[src/logic/xv_pkg.sv]
package xv_pkg;

   // operand select codes equal the position on the data bus
   localparam int N_W = 3;
   localparam logic [N_W-1:0] SEL_ZERO = 3'd0;
   localparam logic [N_W-1:0] SEL_IN_A = 3'd1;
   localparam logic [N_W-1:0] SEL_IN_B = 3'd2;
   localparam logic [N_W-1:0] SEL_ALU0 = 3'd3;
   localparam logic [N_W-1:0] SEL_ALU1 = 3'd4;
   localparam logic [N_W-1:0] SEL_MUL0 = 3'd5;
   localparam int N_SRC = int'(SEL_MUL0) + 1;

   // alu functions where slt max and min compare signed
   localparam int ALU_FNS_W = 3;
   localparam logic [ALU_FNS_W-1:0] ALU_ADD = 3'd0;
   localparam logic [ALU_FNS_W-1:0] ALU_SUB = 3'd1;
   localparam logic [ALU_FNS_W-1:0] ALU_AND = 3'd2;
   localparam logic [ALU_FNS_W-1:0] ALU_OR  = 3'd3;
   localparam logic [ALU_FNS_W-1:0] ALU_XOR = 3'd4;
   localparam logic [ALU_FNS_W-1:0] ALU_SLT = 3'd5;
   localparam logic [ALU_FNS_W-1:0] ALU_MAX = 3'd6;
   localparam logic [ALU_FNS_W-1:0] ALU_MIN = 3'd7;

   // configuration layout with alu0 in the top bits
   localparam int N_ALU = 2;
   localparam int ALU_CONF_BITS = 2*N_W + ALU_FNS_W;
   localparam int MUL_CONF_BITS = 2*N_W;
   localparam int CONF_BITS = N_ALU*ALU_CONF_BITS + MUL_CONF_BITS;
   localparam int CONF_ALU0_B = CONF_BITS - 1;
   localparam int CONF_MUL0_B = CONF_BITS - N_ALU*ALU_CONF_BITS - 1;

   // control port
   localparam int CONF_ADDR_W = 5;
   localparam int CTR_DATA_W = 8;

   localparam int CONF_ALU0 = 0;
   localparam int CONF_ALU1 = 4;
   localparam int ALU_CONF_OFFSET = 4;
   localparam int ALU_CONF_SELA = 0;
   localparam int ALU_CONF_SELB = 1;
   localparam int ALU_CONF_FNS = 2;
   localparam int CONF_MUL0 = 8;
   localparam int MUL_CONF_SELA = 0;
   localparam int MUL_CONF_SELB = 1;
   localparam int CONF_CLEAR = 16;
   localparam int CONF_SAVE = 17;
   localparam int CONF_LOAD = 18;

   // slot index width of at least one bit
   function automatic int slot_w(input int slots);
      return (slots > 1) ? $clog2(slots) : 1;
   endfunction

endpackage

[src/logic/xv_ctrl.sv]
module xv_ctrl #(
   parameter int CONF_SLOTS = 4
) (
   input  logic                                 rst,
   input  logic                                 clk,
   input  logic                                 ctr_req,
   input  logic                                 ctr_we,
   input  logic [xv_pkg::CONF_ADDR_W-1:0]       ctr_addr,
   input  logic [xv_pkg::CTR_DATA_W-1:0]        ctr_wdata,
   output logic                                 ctr_ack,
   output logic [xv_pkg::CTR_DATA_W-1:0]        ctr_rdata,
   input  logic [xv_pkg::CTR_DATA_W-1:0]        fld_rdata,
   output logic                                 fld_we,
   output logic                                 clr,
   output logic [xv_pkg::CONF_ADDR_W-1:0]       fld_addr,
   output logic [xv_pkg::CTR_DATA_W-1:0]        fld_wdata,
   output logic                                 save,
   output logic                                 load,
   output logic [xv_pkg::slot_w(CONF_SLOTS)-1:0] slot
);

   localparam int SLOT_W = xv_pkg::slot_w(CONF_SLOTS);

   typedef enum logic [1:0] {
      ST_IDLE,
      ST_WAIT_LOAD,
      ST_ACK,
      ST_WAIT_REL
   } state_t;

   state_t state;
   logic   is_clr;
   logic   is_save;
   logic   is_load;

   // host holds address and data until ack
   assign fld_addr = ctr_addr;
   assign fld_wdata = ctr_wdata;
   assign slot = ctr_wdata[SLOT_W-1:0];

   assign is_clr = ctr_we && (int'(ctr_addr) == xv_pkg::CONF_CLEAR);
   assign is_save = ctr_we && (int'(ctr_addr) == xv_pkg::CONF_SAVE);
   assign is_load = ctr_we && (int'(ctr_addr) == xv_pkg::CONF_LOAD);

   always_ff @(posedge rst or posedge clk) begin
      if (clk) begin
         state <= ST_IDLE;
         ctr_ack <= 1'b0;
         fld_we <= 1'b0;
         clr <= 1'b0;
         save <= 1'b0;
         load <= 1'b0;
      end else begin
         fld_we <= 1'b0;
         clr <= 1'b0;
         save <= 1'b0;
         load <= 1'b0;
         case (state)
            ST_IDLE: begin
               if (ctr_req) begin
                  fld_we <= ctr_we && !is_clr && !is_save && !is_load;
                  clr <= is_clr;
                  save <= is_save;
                  load <= is_load;
                  state <= is_load ? ST_WAIT_LOAD : ST_ACK;
               end
            end
            // slot memory read takes one more cycle
            ST_WAIT_LOAD: state <= ST_ACK;
            ST_ACK: begin
               ctr_ack <= 1'b1;
               state <= ST_WAIT_REL;
            end
            ST_WAIT_REL: begin
               if (!ctr_req) begin
                  ctr_ack <= 1'b0;
                  state <= ST_IDLE;
               end
            end
         endcase
      end
   end

   always_ff @(posedge rst) begin
      if (state == ST_ACK) begin
         ctr_rdata <= fld_rdata;
      end
   end

endmodule

[src/logic/xv_conf_reg.sv]
module xv_conf_reg (
   input  logic                             rst,
   input  logic                             clk,
   input  logic                             fld_we,
   input  logic                             clr,
   input  logic [xv_pkg::CONF_ADDR_W-1:0]   fld_addr,
   input  logic [xv_pkg::CTR_DATA_W-1:0]    fld_wdata,
   output logic [xv_pkg::CTR_DATA_W-1:0]    fld_rdata,
   input  logic                             conf_ld,
   input  logic [xv_pkg::CONF_BITS-1:0]     conf_in,
   output logic [xv_pkg::CONF_BITS-1:0]     conf_out
);

   logic [xv_pkg::CONF_BITS-1:0] conf_reg;
   int                           addr;

   // control address of one alu field
   function automatic int alu_fld(input int unit, input int fld);
      return xv_pkg::CONF_ALU0 + unit*xv_pkg::ALU_CONF_OFFSET + fld;
   endfunction

   // top bit of one alu configuration
   function automatic int alu_msb(input int unit);
      return xv_pkg::CONF_ALU0_B - unit*xv_pkg::ALU_CONF_BITS;
   endfunction

   assign addr = int'(fld_addr);
   assign conf_out = conf_reg;

   always_ff @(posedge rst or posedge clk) begin
      if (clk) begin
         conf_reg <= '0;
      end else if (conf_ld) begin
         conf_reg <= conf_in;
      end else if (clr) begin
         conf_reg <= '0;
      end else if (fld_we) begin
         for (int i = 0; i < xv_pkg::N_ALU; i++) begin
            if (addr == alu_fld(i, xv_pkg::ALU_CONF_SELA)) begin
               conf_reg[alu_msb(i) -: xv_pkg::N_W] <= fld_wdata[xv_pkg::N_W-1:0];
            end
            if (addr == alu_fld(i, xv_pkg::ALU_CONF_SELB)) begin
               conf_reg[alu_msb(i) - xv_pkg::N_W -: xv_pkg::N_W] <=
                  fld_wdata[xv_pkg::N_W-1:0];
            end
            if (addr == alu_fld(i, xv_pkg::ALU_CONF_FNS)) begin
               conf_reg[alu_msb(i) - 2*xv_pkg::N_W -: xv_pkg::ALU_FNS_W] <=
                  fld_wdata[xv_pkg::ALU_FNS_W-1:0];
            end
         end
         if (addr == xv_pkg::CONF_MUL0 + xv_pkg::MUL_CONF_SELA) begin
            conf_reg[xv_pkg::CONF_MUL0_B -: xv_pkg::N_W] <= fld_wdata[xv_pkg::N_W-1:0];
         end
         if (addr == xv_pkg::CONF_MUL0 + xv_pkg::MUL_CONF_SELB) begin
            conf_reg[xv_pkg::CONF_MUL0_B - xv_pkg::N_W -: xv_pkg::N_W] <=
               fld_wdata[xv_pkg::N_W-1:0];
         end
      end
   end

   // read back gives zero for unmapped addresses
   always_comb begin
      fld_rdata = '0;
      for (int i = 0; i < xv_pkg::N_ALU; i++) begin
         if (addr == alu_fld(i, xv_pkg::ALU_CONF_SELA)) begin
            fld_rdata[xv_pkg::N_W-1:0] = conf_reg[alu_msb(i) -: xv_pkg::N_W];
         end
         if (addr == alu_fld(i, xv_pkg::ALU_CONF_SELB)) begin
            fld_rdata[xv_pkg::N_W-1:0] = conf_reg[alu_msb(i) - xv_pkg::N_W -: xv_pkg::N_W];
         end
         if (addr == alu_fld(i, xv_pkg::ALU_CONF_FNS)) begin
            fld_rdata[xv_pkg::ALU_FNS_W-1:0] =
               conf_reg[alu_msb(i) - 2*xv_pkg::N_W -: xv_pkg::ALU_FNS_W];
         end
      end
      if (addr == xv_pkg::CONF_MUL0 + xv_pkg::MUL_CONF_SELA) begin
         fld_rdata[xv_pkg::N_W-1:0] = conf_reg[xv_pkg::CONF_MUL0_B -: xv_pkg::N_W];
      end
      if (addr == xv_pkg::CONF_MUL0 + xv_pkg::MUL_CONF_SELB) begin
         fld_rdata[xv_pkg::N_W-1:0] =
            conf_reg[xv_pkg::CONF_MUL0_B - xv_pkg::N_W -: xv_pkg::N_W];
      end
   end

endmodule

[src/logic/xv_conf_mem.sv]
module xv_conf_mem #(
   parameter int CONF_SLOTS = 4
) (
   input  logic                                 rst,
   input  logic                                 clk,
   input  logic                                 save,
   input  logic                                 load,
   input  logic [xv_pkg::slot_w(CONF_SLOTS)-1:0] slot,
   input  logic [xv_pkg::CONF_BITS-1:0]         conf_cur,
   output logic                                 conf_ld,
   output logic [xv_pkg::CONF_BITS-1:0]         conf_in
);

   logic [xv_pkg::CONF_BITS-1:0] mem [CONF_SLOTS];

   always_ff @(posedge rst or posedge clk) begin
      if (clk) begin
         mem <= '{default: '0};
         conf_ld <= 1'b0;
      end else begin
         conf_ld <= load;
         if (save) begin
            mem[slot] <= conf_cur;
         end
      end
   end

   // slot contents ready together with conf_ld
   always_ff @(posedge rst) begin
      if (load) begin
         conf_in <= mem[slot];
      end
   end

endmodule

[src/logic/xv_alu.sv]
module xv_alu #(
   parameter int DATA_W = 16
) (
   input  logic                              rst,
   input  logic                              clk,
   input  logic [xv_pkg::ALU_CONF_BITS-1:0]  conf,
   input  logic [xv_pkg::N_SRC*DATA_W-1:0]   data_bus,
   output logic [DATA_W-1:0]                 result
);

   logic [xv_pkg::N_W-1:0]       sel_a;
   logic [xv_pkg::N_W-1:0]       sel_b;
   logic [xv_pkg::ALU_FNS_W-1:0] fns;
   logic [DATA_W-1:0]            op_a;
   logic [DATA_W-1:0]            op_b;
   logic [DATA_W-1:0]            res_nxt;
   logic                         lt;

   assign sel_a = conf[xv_pkg::ALU_CONF_BITS-1 -: xv_pkg::N_W];
   assign sel_b = conf[xv_pkg::ALU_CONF_BITS-1-xv_pkg::N_W -: xv_pkg::N_W];
   assign fns = conf[xv_pkg::ALU_FNS_W-1:0];

   // codes past the bus read as zero
   always_comb begin
      op_a = '0;
      op_b = '0;
      if (sel_a <= xv_pkg::SEL_MUL0) begin
         op_a = data_bus[int'(sel_a)*DATA_W +: DATA_W];
      end
      if (sel_b <= xv_pkg::SEL_MUL0) begin
         op_b = data_bus[int'(sel_b)*DATA_W +: DATA_W];
      end
   end

   assign lt = $signed(op_a) < $signed(op_b);

   always_comb begin
      case (fns)
         xv_pkg::ALU_ADD: res_nxt = op_a + op_b;
         xv_pkg::ALU_SUB: res_nxt = op_a - op_b;
         xv_pkg::ALU_AND: res_nxt = op_a & op_b;
         xv_pkg::ALU_OR:  res_nxt = op_a | op_b;
         xv_pkg::ALU_XOR: res_nxt = op_a ^ op_b;
         xv_pkg::ALU_SLT: res_nxt = {{(DATA_W-1){1'b0}}, lt};
         xv_pkg::ALU_MAX: res_nxt = lt ? op_b : op_a;
         xv_pkg::ALU_MIN: res_nxt = lt ? op_a : op_b;
      endcase
   end

   always_ff @(posedge rst or posedge clk) begin
      if (clk) begin
         result <= '0;
      end else begin
         result <= res_nxt;
      end
   end

endmodule

[src/logic/xv_mul.sv]
module xv_mul #(
   parameter int DATA_W = 16
) (
   input  logic                              rst,
   input  logic                              clk,
   input  logic [xv_pkg::MUL_CONF_BITS-1:0]  conf,
   input  logic [xv_pkg::N_SRC*DATA_W-1:0]   data_bus,
   output logic [DATA_W-1:0]                 result
);

   logic [xv_pkg::N_W-1:0] sel_a;
   logic [xv_pkg::N_W-1:0] sel_b;
   logic [DATA_W-1:0]      op_a;
   logic [DATA_W-1:0]      op_b;

   assign sel_a = conf[xv_pkg::MUL_CONF_BITS-1 -: xv_pkg::N_W];
   assign sel_b = conf[xv_pkg::N_W-1:0];

   always_comb begin
      op_a = '0;
      op_b = '0;
      if (sel_a <= xv_pkg::SEL_MUL0) begin
         op_a = data_bus[int'(sel_a)*DATA_W +: DATA_W];
      end
      if (sel_b <= xv_pkg::SEL_MUL0) begin
         op_b = data_bus[int'(sel_b)*DATA_W +: DATA_W];
      end
   end

   // low half of the unsigned product
   always_ff @(posedge rst or posedge clk) begin
      if (clk) begin
         result <= '0;
      end else begin
         result <= op_a * op_b;
      end
   end

endmodule

[src/logic/xv_top.sv]
module xv_top #(
   parameter int DATA_W = 16,
   parameter int CONF_SLOTS = 4
) (
   input  logic                             rst,
   input  logic                             clk,
   input  logic                             ctr_req,
   input  logic                             ctr_we,
   input  logic [xv_pkg::CONF_ADDR_W-1:0]   ctr_addr,
   input  logic [xv_pkg::CTR_DATA_W-1:0]    ctr_wdata,
   output logic                             ctr_ack,
   output logic [xv_pkg::CTR_DATA_W-1:0]    ctr_rdata,
   input  logic [DATA_W-1:0]                in_a,
   input  logic [DATA_W-1:0]                in_b,
   output logic [DATA_W-1:0]                alu0_out,
   output logic [DATA_W-1:0]                alu1_out,
   output logic [DATA_W-1:0]                mul0_out
);

   localparam int SLOT_W = xv_pkg::slot_w(CONF_SLOTS);

   logic                             fld_we;
   logic                             clr;
   logic [xv_pkg::CONF_ADDR_W-1:0]   fld_addr;
   logic [xv_pkg::CTR_DATA_W-1:0]    fld_wdata;
   logic [xv_pkg::CTR_DATA_W-1:0]    fld_rdata;
   logic                             save;
   logic                             load;
   logic [SLOT_W-1:0]                slot;
   logic                             conf_ld;
   logic [xv_pkg::CONF_BITS-1:0]     conf_in;
   logic [xv_pkg::CONF_BITS-1:0]     conf_out;
   logic [xv_pkg::N_SRC*DATA_W-1:0]  data_bus;

   // zero sits at position 0 to match the select codes
   assign data_bus = {mul0_out, alu1_out, alu0_out, in_b, in_a, {DATA_W{1'b0}}};

   xv_ctrl #(.CONF_SLOTS(CONF_SLOTS)) ctrl_i (
      .rst(rst), .clk(clk),
      .ctr_req(ctr_req), .ctr_we(ctr_we), .ctr_addr(ctr_addr), .ctr_wdata(ctr_wdata),
      .ctr_ack(ctr_ack), .ctr_rdata(ctr_rdata), .fld_rdata(fld_rdata),
      .fld_we(fld_we), .clr(clr), .fld_addr(fld_addr), .fld_wdata(fld_wdata),
      .save(save), .load(load), .slot(slot)
   );

   xv_conf_reg conf_reg_i (
      .rst(rst), .clk(clk),
      .fld_we(fld_we), .clr(clr), .fld_addr(fld_addr), .fld_wdata(fld_wdata),
      .fld_rdata(fld_rdata), .conf_ld(conf_ld), .conf_in(conf_in), .conf_out(conf_out)
   );

   xv_conf_mem #(.CONF_SLOTS(CONF_SLOTS)) conf_mem_i (
      .rst(rst), .clk(clk),
      .save(save), .load(load), .slot(slot), .conf_cur(conf_out),
      .conf_ld(conf_ld), .conf_in(conf_in)
   );

   xv_alu #(.DATA_W(DATA_W)) alu0_i (
      .rst(rst), .clk(clk),
      .conf(conf_out[xv_pkg::CONF_ALU0_B -: xv_pkg::ALU_CONF_BITS]),
      .data_bus(data_bus), .result(alu0_out)
   );

   xv_alu #(.DATA_W(DATA_W)) alu1_i (
      .rst(rst), .clk(clk),
      .conf(conf_out[xv_pkg::CONF_ALU0_B - xv_pkg::ALU_CONF_BITS -: xv_pkg::ALU_CONF_BITS]),
      .data_bus(data_bus), .result(alu1_out)
   );

   xv_mul #(.DATA_W(DATA_W)) mul0_i (
      .rst(rst), .clk(clk),
      .conf(conf_out[xv_pkg::CONF_MUL0_B -: xv_pkg::MUL_CONF_BITS]),
      .data_bus(data_bus), .result(mul0_out)
   );

endmodule

[config.mk]
export PLATFORM = sky130hd
export DESIGN_NAME = xv_top
export DESIGN_NICKNAME = d
export VERILOG_FILES = /design/src/logic/xv_pkg.sv /design/src/logic/xv_ctrl.sv /design/src/logic/xv_conf_reg.sv /design/src/logic/xv_conf_mem.sv /design/src/logic/xv_alu.sv /design/src/logic/xv_mul.sv /design/src/logic/xv_top.sv
export SDC_FILE = /design/constraint.sdc
export NUM_CORES = 1
export LEC_CHECK = 0
export BUFFER_PORTS_ARGS = -buffer_cell sky130_fd_sc_hd__buf_2
export CAP_MARGIN = 20
export CELL_PAD_IN_SITES_DETAIL_PLACEMENT = 2
export CELL_PAD_IN_SITES_GLOBAL_PLACEMENT = 2
export CORE_UTILIZATION = 45
export CTS_BUF_LIST = sky130_fd_sc_hd__clkbuf_4
export DETAILED_ROUTE_END_ITERATION = 8
export HOLD_SLACK_MARGIN = 0.08
export PLACE_DENSITY = 0.93
export SETUP_SLACK_MARGIN = 0.4
export SYNTH_ARGS = -nofsm -noshare
export SYNTH_HDL_FRONTEND = slang
export SYNTH_HIERARCHICAL = 1
export SYNTH_SLANG_ARGS = --single-unit
[constraint.sdc]
create_clock -name rst -period 19.6 [get_ports rst]
set_clock_uncertainty 0.05 [all_clocks]
set_input_delay 1.96 -clock rst [delete_from_list [all_inputs] [get_ports rst]]
set_output_delay 1.96 -clock rst [all_outputs]
set_load 0.01 [all_outputs]
# After elaboration in Yosys (flattened, before gate mapping)
# Cells that the tools add are included.
[classes] addsub=4 multipliers=1 order_cmp=10 n_eq_ne=29 shifts=6 mux=51 bitwise=7 reduce_logical=34
[ops] operator="indexed part select 96 x 8 -> 16 bit" n=6
[ops] operator="case mux 16 bit (8 select lines)" n=2
[ops] operator="2-to-1 mux 16 bit" n=10
[ops] operator="2-to-1 mux 24 bit" n=6
[ops] operator="bitwise mux 96 bit" n=1
[ops] operator="binary-select mux 24 bit (select 2 bit)" n=1
[ops] operator="demux 24 bit (select 2 bit)" n=1
[ops] operator="2-to-1 mux 3 bit" n=16
[ops] operator="adder 16 bit" n=2
[ops] operator="AND 16 bit" n=2
[ops] operator="logical NOT 32 bit" n=1
[ops] operator="less-than comparator 16 bit" n=2
[ops] operator="bitwise OR 16 bit" n=2
[ops] operator="subtractor 16 bit" n=2
[ops] operator="bitwise XOR 16 bit" n=2
[ops] operator="nonzero test 3 bit" n=9
[ops] operator="equality test 5 bit, second input constant" n=5
[ops] operator="equality test 3 bit, second input constant" n=8
[ops] operator="AND reduction 2 bit" n=10
[ops] operator="<= comparator 3 bit, second input constant" n=6
[ops] operator="multiplier 16 x 16 -> 16 bit" n=1
[ops] operator="equality test 5 x 4 -> 1 bit, second input constant" n=3
[ops] operator="equality test 3 x 2 -> 1 bit, second input constant" n=4
[ops] operator="2-to-1 mux 1 bit" n=9
[ops] operator="other kinds (17)" n=31
[totals] regBits=203 input_bits=49 out_inout_bits=57 elab_cells=166

# Depth between registers and ports, before layout
[depth] depth_word=9 mapped_depth=28 depth_no_buf=25

# Cells and area by module
# Netlist, hierarchy kept.
[modules_own_cells] module="xv_mul" n_inst=1 cells_each=679 area_per_inst_um2=5904.4 seq_area_each_um2=400.4
[modules_own_cells] module="xv_conf_mem" n_inst=1 cells_each=260 area_per_inst_um2=4934.7 seq_area_each_um2=3148.0
[modules_own_cells] module="xv_alu at alu1_i" n_inst=1 cells_each=603 area_per_inst_um2=4698.3 seq_area_each_um2=400.4
[modules_own_cells] module="xv_alu at alu0_i" n_inst=1 cells_each=591 area_per_inst_um2=4634.4 seq_area_each_um2=400.4
[modules_own_cells] module="xv_conf_reg" n_inst=1 cells_each=178 area_per_inst_um2=1609.0 seq_area_each_um2=600.6
[modules_own_cells] module="xv_ctrl" n_inst=1 cells_each=60 area_per_inst_um2=728.2 seq_area_each_um2=415.4
[modules_own_cells] module="xv_top" n_inst=1 cells_each=1 area_per_inst_um2=3.8 seq_area_each_um2=0.0

# Worst setup path before layout
# OpenSTA, ideal clock, no wires.
[synth_path] kind="input -> register" startpoint="input in_b[4]" endpoint="register mul0_i.result[15]" setup_time_ps=125 arrival_time_ps=7263 required_ps=19425 slack_ps=12162 stages=21 path_buffers=1 path_cell_list="mux4_2 a21oi_1 clkbuf_1 nor2_1 fa_1 inv_1 fa_1 inv_1 fa_1 fa_1 inv_1 fa_1 fa_1 xor2_1 xnor2_1 xnor2_1 xnor2_1 xnor2_1 xnor3_1 xnor2_1 xnor2_1"
[synth_via] elab_chain_cells=3 elab_cells_between_ends=5 classes_between="mul: 1; shift: 2; mux: 2"
[synth_rtl] item="start, declared" line="xv_top.sv:14" text="input logic [DATA_W-1:0] in_b,"
[synth_rtl] item="indexed part select 96 x 8 -> 16 bit (on tied branches)" line="xv_mul.sv:23, xv_mul.sv:26"
[synth_rtl] item="2-to-1 mux 16 bit (on tied branches)" line="xv_mul.sv:22, xv_mul.sv:25"
[synth_rtl] item="multiplier 16 x 16 -> 16 bit *" line="xv_mul.sv:35" text="result <= op_a * op_b;"
[synth_rtl] item="end signal, assigned" line="xv_mul.sv:35"
[synth_rtl] item="end, declared" line="xv_mul.sv:8" text="output logic [DATA_W-1:0] result"
# Mark *: on every way between the ends. The rest lies on a longest branch, timed or not.
# A chain may end at the register's enable or synchronous reset.

# Worst setup path after layout
[layout_path] startpoint="input in_a[1]" endpoint="register mul0_i.result[15]"
[layout_via] elab_chain_cells=3 elab_cells_between_ends=5 classes_between="mul: 1; shift: 2; mux: 2"
[layout_rtl] item="start, declared" line="xv_top.sv:13" text="input logic [DATA_W-1:0] in_a,"
[layout_rtl] item="indexed part select 96 x 8 -> 16 bit (on tied branches)" line="xv_mul.sv:23, xv_mul.sv:26"
[layout_rtl] item="2-to-1 mux 16 bit (on tied branches)" line="xv_mul.sv:22, xv_mul.sv:25"
[layout_rtl] item="multiplier 16 x 16 -> 16 bit *" line="xv_mul.sv:35"
# Marked as above.

==> metrics.md <==
| Metric | Value |
|---|---|
| Worst Path Required | `20,300 ps` |
| Vias after detailed routing | `23,383` |
| Port bufs | `100` |
| Sequential Area | `0.00538 mm^2` |
| Vias in the first global route | `25,308` |
| FMAX | `117 MHz` |
| Fillers | `5,171` |
| CP Capture Type | `register` |
| Syn Area/Cell | `9.50 um^2` |
| M2 GR Usage | `0.734` |
| CTS Buf Count | `67` |
| DR WL/cell | `38.3 um` |
| Outcome | `finished with violations` |
| Max_slew headroom | `-0.325` |
| RSZ-0062 raised after global routing | `no` |
| Post-DRT Antenna Nets | `0` |
| Share of layout cells above drive strength 1 | `0.204` |
| Core ar. | `0.0492 mm^2` |
| Min Hold Slack | `465 ps` |
| Chip width | `225 um` |
| Crit Path Max Fanout | `11` |
| Later-pin clock latency in the skew report | `910 ps` |
| Initial Util | `0.457` |
| Startpoint types | `input port` |
| Setup-failing EPs final | `0` |
| CP Launch Point | `in_a[1]` |
| Global route overflow | `0` |
| Mapped cell area | `0.0225 mm^2` |
| Routed Wire Length | `124,000 um` |
| Post-Syn Instances | `2,367` |
| First-pass GRT wire length | `174,000 um` |
| Tcrit/Tclk final | `0.437` |
| Hold/Removal Path Class | `register to register` |
| Fin nets | `2,794` |
| # Max-Cap Violations | `1` |
| GR met1 Demand/Resource | `0.554` |
| Final hold viol count | `0` |
| CTS Buffer Depth | `3` |
| IO Count | `106` |
| Arr. time, crit path | `9280 ps` |
| Area Growth Syn to Fin | `9.06%` |
| Slew Viols, Final | `4` |
| DIE AREA | `0.0508 mm^2` |
| Worst setup path class | `input port to register` |
| Hold wc startpoint | `conf_mem_i/mem[32]$_DFFE_PP0P_` |
| DR vias/cell | `7.21` |
| HPWL after DPL | `76,300 um` |
| Busiest grt layer | `met2` |
| Largest net degree at the start of global routing | `71` |
| Detailed-router iteration count before antenna repair | `6` |
| Placed cells | `3,102` |
| Area occupied by multi-input gates | `0.0157 mm^2` |
| Root Buffer | `clkbuf_4` |
| Initial antenna violation count | `18` |
| Post-CTS setup buffers | `0` |
| RR Startpoint | `conf_reg_i/conf_out[3]$_DFFE_PP0P_` |
| Failing checks | `max-capacitance violations, max-slew violations` |
| Clock Pin Slew Worst Setup and Hold Paths | `70 ps` |
| # DRC | `0` |
| Final GP Congestion | `0.946` |
| GRT Overall Usage | `0.470` |
| Clk sinks | `208` |
| CTS tree | `yes` |
| Cell Rows | `81` |
| Cell Count, Final, Fillers Out | `3,245` |
| M3 GR Usage | `0.141` |
| Post-cts resize count | `0` |
| # hold bufs at CTS | `0` |
| DR iter-0 viols | `3,379` |
| Pre-CTS WS | `10,710 ps` |
| Die Y | `225 um` |
| Synth warn | `6` |
| Fin worst setup slack | `11,030 ps` |
| Minimum clock period | `8570 ps` |
| H-Tree Depth | `3` |
| Worst slew pin tran | `1970 ps` |
| Total Negative Setup Slacks | `0 ps` |
-- layout by cell type (no fill, tap or decap), types with 8 or more instances in the layout --
cell	n
nor2b_1	25
o31ai_1	8
ha_1	148
nand2b_1	31
dfrtp_1	168
o21ai_0	144
o221ai_1	8
o22ai_1	20
nor2_1	210
mux2_2	108
and2_1	11
fa_1	84
nand3_1	26
mux4_2	103
or2_2	10
a32oi_1	8
o21a_1	15
buf_2	100
a31oi_1	13
a211oi_1	24
dfrtp_2	8
xnor2_1	40
o211ai_1	21
buf_4	33
clkinv_1	16
mux2i_1	132
clkbuf_4	101
nand2_1	179
edfxtp_1	32
inv_1	236
nor3_1	28
a21o_1	17
conb_1	101
a21oi_1	149
diode_2	16
a221oi_1	15
a22oi_1	11
xor2_1	16
-- registers in the layout, summed over array words and instances (netlist names) --
signal               flops
ctrl_i/state             2
alu1_i/result           16
conf_mem_i/conf_in      24
conf_reg_i/conf_out     24
mul0_i/result           16
ctrl_i/clr               1
ctrl_i/fld_we            1
ctrl_i/save              1
conf_mem_i/conf_ld       1
alu0_i/result           16
ctrl_i/ctr_rdata         8
ctrl_i/load              1
ctrl_i/ctr_ack           1
conf_mem_i/mem          96
-- per-layer routing --
layer,vias up,wire length [um]
met5,-,108
li1,8624,-
met3,850,14900
met2,2223,55200
met1,11678,42900
met4,8,11200
-- metrics by stage --
step	utilization	cell area [um^2]
floorplan	-	22800
global placement	0.478	23500
detailed placement	0.478	23500
CTS	0.496	24400
global route	0.498	24500
finish	0.499	24500
-- cell type report --
class	instances	share of cell area
Antenna cell	16	0.00163
Inverter	240	0.0369
Clock inverter	23	0.00618
Tap cell	664	0.0339
Timing Repair Buffer	138	0.0334
Sequential cell	208	0.219
Clock buffer	98	0.0300
Multi-Input combinational cell	1858	0.639
-- worst paths after layout --
check                                                      end  slack (ps)  depth (start not counted)
worst max-delay path               mul0_i/result[15]$_DFF_PP0_       11030                         22
worst min-delay path            conf_mem_i/mem[32]$_DFFE_PP0P_         460                          1
worst max register to register     mul0_i/result[15]$_DFF_PP0_       11160                         22
worst min register to register  conf_mem_i/mem[32]$_DFFE_PP0P_         460                          1
max in group asynchronous       conf_mem_i/mem[43]$_DFFE_PP0P_       16700                          3
min in group asynchronous              ctrl_i/fld_we$_DFF_PP0_        1230                          2
-- critical path, stage by stage --
cell,delay (ps)
buf_2,240
mux2i_1,160
o22ai_1,910
nor2_1,590
nor2_1,580
fa_1,620
inv_1,140
fa_1,440
inv_1,70
ha_1,170
inv_1,60
fa_1,490
fa_1,510
fa_1,500
inv_1,50
ha_1,310
o21a_1,140
o21a_1,190
o21a_1,200
a311o_1,410
o31a_1,350
xnor2_1,160
Power is left out: the tool's default activity adds up to more than one toggle a clock period on the data nets, which glitch-free logic cannot reach.
